<file path="src/source/exec_pkg.sv">
`default_nettype none

package exec_pkg;

    typedef enum logic [4:0] {
        OP_ADD    = 5'd0,
        OP_SUB    = 5'd1,
        OP_SLL    = 5'd2,
        OP_SRL    = 5'd3,
        OP_SRA    = 5'd4,
        OP_SLT    = 5'd5,
        OP_SLTU   = 5'd6,
        OP_XOR    = 5'd7,
        OP_OR     = 5'd8,
        OP_AND    = 5'd9,
        // Multiply/divide unit.
        OP_MUL    = 5'd16,
        OP_MULH   = 5'd17,
        OP_MULHSU = 5'd18,
        OP_MULHU  = 5'd19,
        OP_DIV    = 5'd20,
        OP_DIVU   = 5'd21,
        OP_REM    = 5'd22,
        OP_REMU   = 5'd23
    } exec_op_e;

    typedef enum logic [3:0] {
        BR_NONE = 4'd0,
        BR_EQ   = 4'd1,
        BR_NE   = 4'd2,
        BR_LT   = 4'd3,
        BR_GE   = 4'd4,
        BR_LTU  = 4'd5,
        BR_GEU  = 4'd6,
        BR_JAL  = 4'd7, // Always taken.
        BR_JALR = 4'd8
    } exec_br_e;

    // True for operations handled by the multi-cycle unit.
    function automatic logic is_muldiv(input exec_op_e op);
        logic result;
        result = op inside {OP_MUL, OP_MULH, OP_MULHSU, OP_MULHU,
                            OP_DIV, OP_DIVU, OP_REM, OP_REMU};
        return result;
    endfunction

endpackage

`default_nettype wire

</file>
<file path="src/source/exec_alu.sv">
`default_nettype none

module exec_alu #(
    parameter int XLEN = 32
) (
    input  wire exec_pkg::exec_op_e i_op,
    input  wire logic [XLEN-1:0]    i_op1,
    input  wire logic [XLEN-1:0]    i_op2,
    output logic [XLEN-1:0]         o_result
);

    localparam int SHAMT_W = $clog2(XLEN);

    logic [SHAMT_W-1:0] shamt;
    logic               lt_signed;
    logic               lt_unsigned;

    assign shamt       = i_op2[SHAMT_W-1:0]; // Upper bits ignored.
    assign lt_signed   = $signed(i_op1) < $signed(i_op2);
    assign lt_unsigned = i_op1 < i_op2;

    always_comb begin
        case (i_op)
            exec_pkg::OP_ADD: begin
                o_result = i_op1 + i_op2;
            end
            exec_pkg::OP_SUB: begin
                o_result = i_op1 - i_op2;
            end
            exec_pkg::OP_SLL: begin
                o_result = i_op1 << shamt;
            end
            exec_pkg::OP_SRL: begin
                o_result = i_op1 >> shamt;
            end
            exec_pkg::OP_SRA: begin
                o_result = XLEN'($signed(i_op1) >>> shamt); // Sign fill.
            end
            exec_pkg::OP_SLT: begin
                o_result = XLEN'(lt_signed);
            end
            exec_pkg::OP_SLTU: begin
                o_result = XLEN'(lt_unsigned);
            end
            exec_pkg::OP_XOR: begin
                o_result = i_op1 ^ i_op2;
            end
            exec_pkg::OP_OR: begin
                o_result = i_op1 | i_op2;
            end
            exec_pkg::OP_AND: begin
                o_result = i_op1 & i_op2;
            end
            // Multiply/divide results come from the datapath.
            default: begin
                o_result = '0;
            end
        endcase
    end

endmodule

`default_nettype wire

</file>
<file path="src/source/exec_branch_unit.sv">
`default_nettype none

module exec_branch_unit #(
    parameter int XLEN = 32
) (
    input  wire exec_pkg::exec_br_e i_br,
    input  wire logic [XLEN-1:0]    i_pc,
    input  wire logic [XLEN-1:0]    i_imm,
    input  wire logic [XLEN-1:0]    i_op1,
    input  wire logic [XLEN-1:0]    i_op2,
    output logic                    o_taken,
    output logic [XLEN-1:0]         o_target,
    output logic [XLEN-1:0]         o_link
);

    logic            eq;
    logic            lt_signed;
    logic            lt_unsigned;
    logic [XLEN-1:0] pc_rel;
    logic [XLEN-1:0] reg_rel;

    assign eq          = i_op1 == i_op2;
    assign lt_signed   = $signed(i_op1) < $signed(i_op2);
    assign lt_unsigned = i_op1 < i_op2;

    assign pc_rel  = i_pc + i_imm;
    assign reg_rel = (i_op1 + i_imm) & ~XLEN'(1); // JALR clears bit 0.

    always_comb begin
        case (i_br)
            exec_pkg::BR_EQ:   o_taken = eq;
            exec_pkg::BR_NE:   o_taken = !eq;
            exec_pkg::BR_LT:   o_taken = lt_signed;
            exec_pkg::BR_GE:   o_taken = !lt_signed;
            exec_pkg::BR_LTU:  o_taken = lt_unsigned;
            exec_pkg::BR_GEU:  o_taken = !lt_unsigned;
            exec_pkg::BR_JAL,
            exec_pkg::BR_JALR: o_taken = 1'b1;
            default:           o_taken = 1'b0;
        endcase
    end

    assign o_target = (i_br == exec_pkg::BR_JALR) ? reg_rel : pc_rel;
    assign o_link   = i_pc + XLEN'(4); // Return address.

endmodule

`default_nettype wire

</file>
<file path="src/source/exec_muldiv_datapath.sv">
`default_nettype none

module exec_muldiv_datapath #(
    parameter int XLEN = 32
) (
    input  wire logic               clk,
    input  wire logic               i_arst_n,
    input  wire logic               i_load,
    input  wire logic               i_step,
    input  wire logic               i_fix,
    input  wire exec_pkg::exec_op_e i_op,
    input  wire logic [XLEN-1:0]    i_op1,
    input  wire logic [XLEN-1:0]    i_op2,
    output logic [XLEN-1:0]         o_result
);

    exec_pkg::exec_op_e op_q;
    logic               neg_q;   // Result sign.
    logic [XLEN-1:0]    b_q;     // Multiplicand or divisor magnitude.
    logic [2*XLEN-1:0]  acc_q;   // {high, low} working register.

    logic              a_signed;
    logic              b_signed;
    logic              a_neg;
    logic              b_neg;
    logic [XLEN-1:0]   a_mag;
    logic [XLEN-1:0]   b_mag;
    logic              neg_d;
    logic              is_div;
    logic [XLEN:0]     part;
    logic [XLEN:0]     diff;
    logic [XLEN:0]     sum;
    logic [2*XLEN-1:0] acc_step;
    logic [2*XLEN-1:0] prod;
    logic [XLEN-1:0]   quot;
    logic [XLEN-1:0]   rem;
    logic [XLEN-1:0]   fix_value;

    // Operand signedness per operation.
    assign a_signed = i_op inside {exec_pkg::OP_MULH, exec_pkg::OP_MULHSU,
                                   exec_pkg::OP_DIV, exec_pkg::OP_REM};
    assign b_signed = i_op inside {exec_pkg::OP_MULH, exec_pkg::OP_DIV, exec_pkg::OP_REM};
    assign a_neg    = a_signed && i_op1[XLEN-1];
    assign b_neg    = b_signed && i_op2[XLEN-1];
    assign a_mag    = a_neg ? -i_op1 : i_op1;
    assign b_mag    = b_neg ? -i_op2 : i_op2;

    // Division by zero keeps an all-ones quotient; remainder takes the dividend sign.
    always_comb begin
        case (i_op)
            exec_pkg::OP_DIV,
            exec_pkg::OP_DIVU: neg_d = (a_neg ^ b_neg) && (i_op2 != '0);
            exec_pkg::OP_REM,
            exec_pkg::OP_REMU: neg_d = a_neg;
            default:           neg_d = a_neg ^ b_neg;
        endcase
    end

    assign is_div = op_q inside {exec_pkg::OP_DIV, exec_pkg::OP_DIVU,
                                 exec_pkg::OP_REM, exec_pkg::OP_REMU};

    always_comb begin
        part = acc_q[2*XLEN-1:XLEN-1]; // Remainder shifted left by one.
        diff = part - {1'b0, b_q};
        sum  = {1'b0, acc_q[2*XLEN-1:XLEN]} + (acc_q[0] ? {1'b0, b_q} : '0);
        if (is_div) begin
            if (!diff[XLEN]) begin
                acc_step = {diff[XLEN-1:0], acc_q[XLEN-2:0], 1'b1};
            end else begin
                acc_step = {part[XLEN-1:0], acc_q[XLEN-2:0], 1'b0}; // Restore.
            end
        end else begin
            acc_step = {sum, acc_q[XLEN-1:1]}; // Add then shift right.
        end
    end

    always_ff @(posedge clk or negedge i_arst_n) begin
        if (!i_arst_n) begin
            op_q  <= exec_pkg::OP_MUL;
            neg_q <= 1'b0;
        end else if (i_load) begin
            op_q  <= i_op;
            neg_q <= neg_d;
        end
    end

    always_ff @(posedge clk) begin
        if (i_load) begin
            b_q   <= b_mag;
            acc_q <= {{XLEN{1'b0}}, a_mag};
        end else if (i_step) begin
            acc_q <= acc_step;
        end
    end

    // Minimum by minus one needs no special case here.
    assign prod = neg_q ? -acc_q : acc_q;
    assign quot = acc_q[XLEN-1:0];
    assign rem  = acc_q[2*XLEN-1:XLEN];

    always_comb begin
        case (op_q)
            exec_pkg::OP_MUL:    fix_value = prod[XLEN-1:0];
            exec_pkg::OP_MULH,
            exec_pkg::OP_MULHSU,
            exec_pkg::OP_MULHU:  fix_value = prod[2*XLEN-1:XLEN];
            exec_pkg::OP_DIV,
            exec_pkg::OP_DIVU:   fix_value = neg_q ? -quot : quot;
            exec_pkg::OP_REM,
            exec_pkg::OP_REMU:   fix_value = neg_q ? -rem : rem;
            default:             fix_value = '0;
        endcase
    end

    always_ff @(posedge clk) begin
        if (i_fix) begin
            o_result <= fix_value;
        end
    end

    // Only multiply/divide operations may reach the load strobe.
    a_load_op: assert property (
        @(posedge clk) disable iff (!i_arst_n)
        i_load |-> exec_pkg::is_muldiv(i_op)
    ) else $error("Datapath loaded with a non multiply/divide operation.");

endmodule

`default_nettype wire

</file>
<file path="src/source/exec_muldiv_fsm.sv">
`default_nettype none

module exec_muldiv_fsm (
    input  wire logic clk,
    input  wire logic i_arst_n,
    input  wire logic i_start,
    input  wire logic i_flush,
    input  wire logic i_last,
    output logic      o_load,
    output logic      o_step,
    output logic      o_fix,
    output logic      o_done,
    output logic      o_busy
);

    typedef enum logic [1:0] {
        IDLE,
        RUN,
        FIX
    } state_e;

    state_e state_q;
    state_e state_d;

    always_comb begin
        state_d = state_q;
        case (state_q)
            IDLE: if (i_start) state_d = RUN;
            RUN:  if (i_last) state_d = FIX; // Last step taken this cycle.
            FIX:  state_d = IDLE;
            default: state_d = IDLE;
        endcase
        if (i_flush) begin
            state_d = IDLE;
        end
    end

    always_ff @(posedge clk or negedge i_arst_n) begin
        if (!i_arst_n) begin
            state_q <= IDLE;
            o_done  <= 1'b0;
        end else begin
            state_q <= state_d;
            o_done  <= (state_q == FIX) && !i_flush; // Pulse after FIX.
        end
    end

    assign o_load = (state_q == IDLE) && i_start && !i_flush;
    assign o_step = state_q == RUN;
    assign o_fix  = state_q == FIX;
    assign o_busy = state_q != IDLE;

    // Issue logic must hold off new operations until IDLE.
    a_start_in_idle: assert property (
        @(posedge clk) disable iff (!i_arst_n)
        i_start |-> state_q == IDLE
    ) else $error("Multiply/divide started while the unit was busy.");

    a_step_fix_excl: assert property (
        @(posedge clk) disable iff (!i_arst_n)
        !(o_step && o_fix)
    ) else $error("Step and fix strobes overlap.");

endmodule

`default_nettype wire

</file>
<file path="src/source/exec_stage.sv">
`default_nettype none

module exec_stage #(
    parameter int XLEN = 32
) (
    input  wire logic               clk,
    input  wire logic               i_arst_n,
    input  wire logic               i_issue,
    input  wire exec_pkg::exec_op_e i_op,
    input  wire exec_pkg::exec_br_e i_br,
    input  wire logic [XLEN-1:0]    i_pc,
    input  wire logic [XLEN-1:0]    i_imm,
    input  wire logic [XLEN-1:0]    i_op1,
    input  wire logic [XLEN-1:0]    i_op2,
    input  wire logic               i_flush,
    output logic                    o_result_valid,
    output logic [XLEN-1:0]         o_result,
    output logic                    o_branch_taken,
    output logic [XLEN-1:0]         o_branch_target,
    output logic                    o_busy
);

    localparam int STEP_W = $clog2(XLEN);

    logic [XLEN-1:0] alu_result;
    logic            br_taken;
    logic [XLEN-1:0] br_target;
    logic [XLEN-1:0] br_link;
    logic            md_start;
    logic            md_load;
    logic            md_step;
    logic            md_fix;
    logic            md_done;
    logic            md_last;
    logic [XLEN-1:0] md_result;
    logic            alu_fire;
    logic            is_jump;
    logic            alu_valid_q;
    logic            taken_q;
    logic [XLEN-1:0] result_q;
    logic [XLEN-1:0] target_q;

    exec_alu #(.XLEN(XLEN)) exec_alu_i (
        .i_op(i_op), .i_op1(i_op1), .i_op2(i_op2), .o_result(alu_result)
    );

    exec_branch_unit #(.XLEN(XLEN)) exec_branch_unit_i (
        .i_br(i_br), .i_pc(i_pc), .i_imm(i_imm), .i_op1(i_op1), .i_op2(i_op2),
        .o_taken(br_taken), .o_target(br_target), .o_link(br_link)
    );

    assign md_start = i_issue && exec_pkg::is_muldiv(i_op);

    exec_muldiv_fsm exec_muldiv_fsm_i (
        .clk(clk), .i_arst_n(i_arst_n), .i_start(md_start), .i_flush(i_flush),
        .i_last(md_last), .o_load(md_load), .o_step(md_step), .o_fix(md_fix),
        .o_done(md_done), .o_busy(o_busy)
    );

    exec_step_counter #(.XLEN(XLEN), .STEP_W(STEP_W)) exec_step_counter_i (
        .clk(clk), .i_arst_n(i_arst_n), .i_start(md_load), .i_enable(md_step),
        .o_last(md_last)
    );

    exec_muldiv_datapath #(.XLEN(XLEN)) exec_muldiv_datapath_i (
        .clk(clk), .i_arst_n(i_arst_n), .i_load(md_load), .i_step(md_step),
        .i_fix(md_fix), .i_op(i_op), .i_op1(i_op1), .i_op2(i_op2), .o_result(md_result)
    );

    assign alu_fire = i_issue && !o_busy && !exec_pkg::is_muldiv(i_op);
    assign is_jump  = i_br inside {exec_pkg::BR_JAL, exec_pkg::BR_JALR};

    always_ff @(posedge clk or negedge i_arst_n) begin
        if (!i_arst_n) begin
            alu_valid_q <= 1'b0;
            taken_q     <= 1'b0;
        end else begin
            alu_valid_q <= alu_fire;
            taken_q     <= alu_fire && br_taken; // Low for multiply/divide.
        end
    end

    always_ff @(posedge clk) begin
        if (alu_fire) begin
            result_q <= is_jump ? br_link : alu_result;
            target_q <= br_target;
        end
    end

    // Both paths are registered, and never complete in the same cycle.
    assign o_result_valid  = alu_valid_q || md_done;
    assign o_result        = md_done ? md_result : result_q;
    assign o_branch_taken  = taken_q;
    assign o_branch_target = target_q;

    a_no_issue_busy: assert property (
        @(posedge clk) disable iff (!i_arst_n)
        i_issue |-> !o_busy
    ) else $error("Operation issued while the stage was busy.");

endmodule

`default_nettype wire

</file>
<file path="src/source/exec_step_counter.sv">
`default_nettype none

module exec_step_counter #(
    parameter int XLEN   = 32,
    parameter int STEP_W = $clog2(XLEN)
) (
    input  wire logic clk,
    input  wire logic i_arst_n,
    input  wire logic i_start,
    input  wire logic i_enable,
    output logic      o_last
);

    logic [STEP_W-1:0] count_q;

    always_ff @(posedge clk or negedge i_arst_n) begin
        if (!i_arst_n) begin
            count_q <= '0;
        end else if (i_start) begin
            count_q <= STEP_W'(XLEN - 1); // One load per operation.
        end else if (i_enable && !o_last) begin
            count_q <= count_q - 1'b1;
        end
    end

    assign o_last = count_q == '0;

    // Once the final step is taken the sequencer stops stepping until restarted.
    a_no_wrap: assert property (
        @(posedge clk) disable iff (!i_arst_n)
        (i_enable && o_last) |=> (!i_enable || i_start)
    ) else $error("Step counter enabled past zero.");

endmodule

`default_nettype wire

</file>
<file path="config.mk">
export PLATFORM = sky130hd
export DESIGN_NAME = exec_stage
export DESIGN_NICKNAME = d
export VERILOG_FILES = /design/src/source/exec_pkg.sv /design/src/source/exec_alu.sv /design/src/source/exec_branch_unit.sv /design/src/source/exec_muldiv_datapath.sv /design/src/source/exec_muldiv_fsm.sv /design/src/source/exec_stage.sv /design/src/source/exec_step_counter.sv
export SDC_FILE = /design/constraint.sdc
export NUM_CORES = 1
export LEC_CHECK = 0
export BUFFER_PORTS_ARGS = -buffer_cell sky130_fd_sc_hd__buf_2
export CELL_PAD_IN_SITES_DETAIL_PLACEMENT = 1
export CELL_PAD_IN_SITES_GLOBAL_PLACEMENT = 1
export CORE_UTILIZATION = 30
export DETAILED_ROUTE_END_ITERATION = 16
export GPL_TIMING_DRIVEN = 0
export HOLD_SLACK_MARGIN = 0.12
export MAX_ROUTING_LAYER = met4
export PLACE_DENSITY = 0.57
export SETUP_SLACK_MARGIN = 0.1
export SLEW_MARGIN = 20
export SYNTH_ARGS = -nofsm -noshare
export SYNTH_HDL_FRONTEND = slang
export SYNTH_SLANG_ARGS = --single-unit
</file>
<file path="constraint.sdc">
create_clock -name clk -period 3.4 [get_ports clk]
set_input_delay 0.68 -clock clk [delete_from_list [all_inputs] [get_ports clk]]
set_output_delay 0.68 -clock clk [all_outputs]
set_load 0.005 [all_outputs]
</file>
* Word level (Yosys, flattened, before mapping)
Cells that the tools add are included.
** Operators by class
- Add/subtract/negate cells :: 13
- $lt $le $gt $ge :: 2
- Eq/ne operators :: 38
- Shifts and indexed selects :: 3
- Multiplexer cells :: 23
- Bitwise gates (word level) :: 4
- Reduce and logical (&&, ||, !) cells :: 38
** Operator list (count)
- 32-bit two-way mux :: 10
- 32-bit one-hot mux with 10 select lines :: 1
- 64-bit two-way mux :: 3
- 32-bit negator :: 4
- 32-bit one-hot mux with 4 select lines :: 1
- 32-bit adder :: 3
- 5-bit == test, second input constant :: 16
- 32-bit < comparator :: 2
- 64-bit negator :: 1
- 32-bit by 32-bit adder with 33-bit output :: 1
- 33-bit by 32-bit subtractor with 33-bit output :: 1
- 32-bit by 3-bit adder with 32-bit output, second input constant :: 1
- 32-bit bitwise AND :: 1
- 32-bit == test :: 1
- 32-bit OR :: 1
- 32-bit nonzero test :: 1
- 32-bit by 5-bit << shifter with 32-bit output :: 1
- 32-bit by 5-bit >> shifter with 32-bit output :: 1
- 32-bit by 5-bit >>> shifter with 32-bit output :: 1
- 32-bit subtractor :: 1
- 32-bit XOR :: 1
- 5-bit by 3-bit == test with 1-bit output, second input constant :: 4
- 4-bit by 3-bit == test with 1-bit output, second input constant :: 4
- 1-bit logical AND :: 11
- other kinds (28) :: 49
** Storage, ports and cells
- Bits in registers :: 208
- Word-level logic and storage cells :: 135

* Depth between registers and ports, before layout
- Depth in word-level cells :: 6
- Mapped depth :: 16
- Gate-level depth less buffers :: 14

* Modules after synthesis
A second synthesis with hierarchy kept.
** Second synthesis, totals
- Cells, all modules :: 4023
- Area, all modules :: 30827.1 um^2
** By module, submodules not included
- exec_muldiv_datapath :: times used 1, cells each 1638, area an instance 12986.2 um^2
- exec_alu :: times used 1, cells each 1340, area an instance 8728.4 um^2
- exec_branch_unit :: times used 1, cells each 677, area an instance 4713.3 um^2
- exec_stage :: times used 1, cells each 332, area an instance 3996.3 um^2
- exec_step_counter :: times used 1, cells each 24, area an instance 270.3 um^2
- exec_muldiv_fsm :: times used 1, cells each 12, area an instance 132.6 um^2

* Least setup slack after synthesis
No wires, ideal clock.
- Kind :: input to register
- Start point :: input i_op2[2]
- End point :: register result_q[28], data pin
- Setup time :: 261 ps
- Arrival :: 4417 ps
- Path slack :: -1278 ps
- Stages :: 16
- Path buffers :: 4
- Path through :: clkbuf_1 inv_2 buf_1 clkbuf_1 ha_1 clkbuf_1 a211oi_1 o21bai_1 o2111ai_1 a21oi_1 or2_1 a311o_1 a41o_1 a21oi_1 mux2i_1 a221o_1
** Between the ends
- Longest elaborated chain between the ends :: 3
- Elaborated cells on any way between the ends :: 7
- Classes of those cells :: 2 x add/sub; 3 x shift; 2 x mux
** Ends and longest elaborated chain
- from (decl) :: line exec_stage.sv:14 : input wire logic [XLEN-1:0] i_op2,
- 32-bit subtractor (tied with other cells) :: line exec_alu.sv:28 : o_result = i_op1 - i_op2;
- 32-bit one-hot mux with 10 select lines * :: line exec_alu.sv:23 : case (i_op)
- 32-bit two-way mux * :: line exec_stage.sv:85 : result_q <= is_jump ? br_link : alu_result;
- to (signal assigned) :: line exec_stage.sv:85
- to (decl) :: line exec_stage.sv:40 : logic [XLEN-1:0] result_q;
Every way passes the cells marked *; elsewhere a longest branch is shown, timed or not.
A chain may end at the register's enable or synchronous reset.

* Final worst setup path
- Start point :: input i_op1[23]
- End point :: register result_q[31], data pin
** Between the ends
- Longest elaborated chain between the ends :: 3
- Elaborated cells on any way between the ends :: 7
- Classes of those cells :: 2 x add/sub; 3 x shift; 2 x mux
** Ends and longest elaborated chain
- from (decl) :: line exec_stage.sv:13 : input wire logic [XLEN-1:0] i_op1,
- 32-bit subtractor (tied with other cells) :: line exec_alu.sv:28
- 32-bit one-hot mux with 10 select lines * :: line exec_alu.sv:23
- 32-bit two-way mux * :: line exec_stage.sv:85
Marked as above.

==> metrics.cfg <==
[worst_setup_path]
max_stage_delay_ns=0.45
r2r_setup_slack_ns=-0.02
startpoint=i_op1[23]
path_cells=buf_4 > inv_1 > ha_1 > clkbuf_1 > nor2_1 > nand2_1 > nor3_2 > o2111ai_4 > a221oi_4 > mux2i_2 > a211oi_4 > o22ai_4
worst_path_max_delay_cell=ha_1
crit_path_start_kind=input port
cp_data_arrival_time_ns=4.03
end_kind=flip-flop
endpoint=result_q[31]$_DFFE_PP_
r2r-end=exec_muldiv_datapath_i.acc_q[60]$_SDFFE_PP0P_
crit_family=compound AO/OA/AOI/OAI gates
cp.depth=12
timing_worst_setup_path_type=input port to flip-flop
cp.required_ns=3.71
critPathMaxFanout=12
worst-path-buf-inv=3
worstRegToRegCells=15
rr_startpoint=exec_muldiv_datapath_i.acc_q[0]$_DFFE_PP_

[finish]
final_core_util_pct=40.7
drive_above_1_share_pct=28.1
fillers=10900
nets=4489
syn_to_final_growth_pct=34.0
stdcell_area_sq_mm=0.0375

[grt]
grt_util_met3_pct=4.13
antenna_found_initial=8
track_usage_pct=35.4
top_usage_layer=met2
met1_usage_pct=44.1
grt_pass1_wl_um=236000
grt_pass1_vias=32100
grt-ovfl-total=0
use_met2_pct=55.8
grt_max_degree=41

[clocking]
clk_latency_ns=0.62
h-tree-depth=1
path_clk_slew_ns=0.06
cts_buffers=28
cts_sinks=208
root_buffer=clkbuf_16
cts_buffer_depth=3
cts_tree=done

[run_status]
outcome=finished with violations
violations=setup timing

[timing]
fin_ws_ns=-0.327
fmax_ghz=0.268
slew_violations=0
rsz0062_at_grt=yes
period_needed_ns=3.73
final-hold-violation-count=0
maxSlewHeadroom_pct=26.7
setup_tns_ns=-2.45
worst_pin_slew_ns=1.10
setup_violations=17
clock_skew_ns=0.0284
min_period_over_period_pct=110

[min_path]
holdCritPathClass=input port to flip-flop

[die]
die_y_um=307
initial_core_util_pct=30.4
core_sq_mm=0.0921
ioPinCount=208
rows=111
die_w_um=307
die-area_sq_mm=0.0945

[power_and_ir_drop]
peakVddDrop_uv=356
p_switching_uw=9280
swShare_pct=48.4
seq_power_share_pct=21.3
power_frac_clock_pct=17.2
p_per_area_mw_per_mm2=511
p_comb_share_pct=61.5
p_total_uw=19200
intPower_uw=9890
p_leak_uw=0.0147

[synthesis]
netlist_instances=3662
ys_types=88
syn-mean-instance-area_sq_um=7.64
synth_top_cell_area_share_pct=17.2
synth_nets=4041
ys_seq_area_share_pct=20.9
synth_warnings=0
synth_ff_type=edfxtp_1
synth.area.top_cells=edfxtp_1, ha_1, nor2_1
netlist_area_sq_mm=0.0280
yosysTopAreaCell=edfxtp_1
synth_edf_count=160
async_flop_share_pct=7.69
synth-seq-cells=208

[job]
cap_violations=0

[route]
dr.pass1.iters=6
drcViolationCount=0
drt-total-wl_um=169000
wire_per_inst_um=31.5
first_iter_violations=2872
ant_nets=0
vias=32600
via_per_inst=6.07

[placement]
io_buffers=206
gp_congestion=1.01
place_area_sq_mm=0.0311
pre_cts_ws_ns=-2.76
dpl.hpwl_um=132000

==> cells in the mapped netlist, drive strengths merged, types with 15 or more instances <==
| library cell | count |
|---|---|
| or4 | 20 |
| nor2b | 22 |
| edfxtp | 160 |
| a21o | 80 |
| a22oi | 35 |
| and2 | 20 |
| nand2 | 369 |
| and3 | 34 |
| o221ai | 22 |
| nor3 | 91 |
| a31oi | 82 |
| dfxtp | 32 |
| o31ai | 31 |
| nor2 | 401 |
| nor4 | 36 |
| inv | 194 |
| a211oi | 49 |
| buf | 34 |
| mux2 | 40 |
| a2111oi | 16 |
| ha | 232 |
| a221oi | 26 |
| o21bai | 32 |
| nand2b | 40 |
| or3 | 38 |
| o22ai | 40 |
| o21a | 20 |
| xor2 | 89 |
| clkbuf | 180 |
| xnor2 | 151 |
| mux4 | 47 |
| a21oi | 298 |
| nand4 | 25 |
| or2 | 24 |
| o21ai | 285 |
| nand3 | 64 |
| dfrtp | 15 |
| o41ai | 17 |
| mux2i | 64 |
| o211ai | 39 |
==> metrics by stage <==
stage                     instances  hold WS (ns)
after global routing           5378         0.294
after detailed placement       5121         0.480
final                          5378         0.293
after CTS                      5303         0.257
after floorplan                3662         0.384
after global placement         5111         0.464
==> layout make-up <==
type	count	area, sq um	area share [%]
flip-flops and latches	208	5890	15.7
plain buffers	197	1430	3.81
repair buffers	435	3250	8.65
diodes	3	7.51	0.0200
multi-input cells	3045	23500	62.6
clock buffers	30	718	1.91
clock inverters	22	288	0.767
well taps	1243	1560	4.15
inverters	195	890	2.37
==> kinds of logic (layout without fill, tap and decap cells) <==
kind of cell               after synthesis  in the layout  synth area share, %
AOI/OAI and AO/OA                     1206           1206                 27.7
xor gates and xnor gates               240            240                 7.51
adders and majority gates              238            238                 10.8
buffers and inverters                  409            879                 5.57
DFF                                    208            208                 20.9
muxes                                  151            151                 7.68
other                                    0              3                    0
and+or+nand+nor                       1210           1210                 19.8
==> worst min path at each step <==
stage                                          startpoint                                         end  cells past startpoint
4_1_cts                                           i_flush          exec_muldiv_fsm_i.o_done$_DFF_PN0_                      2
6_report                                          i_flush          exec_muldiv_fsm_i.o_done$_DFF_PN0_                      2
2_1_floorplan                                    i_arst_n                       alu_valid_q$_DFF_PN0_                      0
3_3_place_gp   exec_muldiv_datapath_i.op_q[3]$_DFFE_PN0P_  exec_muldiv_datapath_i.op_q[3]$_DFFE_PN0P_                      1
3_5_place_dp   exec_muldiv_datapath_i.op_q[3]$_DFFE_PN0P_  exec_muldiv_datapath_i.op_q[3]$_DFFE_PN0P_                      1
5_1_grt                                           i_flush          exec_muldiv_fsm_i.o_done$_DFF_PN0_                      2
==> flip-flops by register name, indices dropped and copies added (netlist names) <==
register                         flops
exec_muldiv_datapath_i.b_q          32
o_branch_target                     32
result_q                            32
exec_muldiv_fsm_i.o_done             1
exec_muldiv_datapath_i.op_q          5
exec_muldiv_datapath_i.o_result     32
exec_muldiv_datapath_i.neg_q         1
alu_valid_q                          1
o_branch_taken                       1
exec_muldiv_fsm_i.state_q            2
exec_muldiv_datapath_i.acc_q        64
exec_step_counter_i.count_q          5
==> power by group through the flow <==
stage	clock (uW)	sequential (uW)	combinational (uW)
6_report	3300	4090	11800
2_1_floorplan	0	3610	5960
5_1_grt	3440	4100	12400
4_1_cts	3370	4030	10600
3_3_place_gp	0	4040	9030
3_5_place_dp	0	4030	9080
==> layout by cell type, fill, tap and decap left out, drive strengths merged, types with 47 or more instances in the layout <==
cell | netlist | final
o21ai | 285 | 285
nor2 | 401 | 401
a21oi | 298 | 298
a211oi | 49 | 49
a21o | 80 | 80
a31oi | 82 | 82
buf | 34 | 467
inv | 194 | 179
nor3 | 91 | 91
edfxtp | 160 | 160
xnor2 | 151 | 151
clkbuf | 180 | 191
mux2i | 64 | 64
xor2 | 89 | 89
mux4 | 47 | 47
nand3 | 64 | 64
ha | 232 | 232
nand2 | 369 | 369
==> layer usage <==
metal	vias to the layer above	wire length, um	share of wire, %
met5	-	0	0
met4	0	11600	6.9
met3	382	9800	5.8
met2	1384	77000	46
met1	16400	70700	42
li1	14500	-	-
==> timing repair <==
| item | CTS | global route |
|---|---|---|
| gates cloned | 3 | 1 |
| hold endpoints to repair | 15 | 0 |
| hold buffers | 1 | 0 |
| setup endpoints to repair | 158 | 96 |
| pin swaps | 104 | 158 |
| resized for setup | 580 | 359 |
| setup buffers | 136 | 81 |
Note: power is estimated with default switching activity, not from simulation.
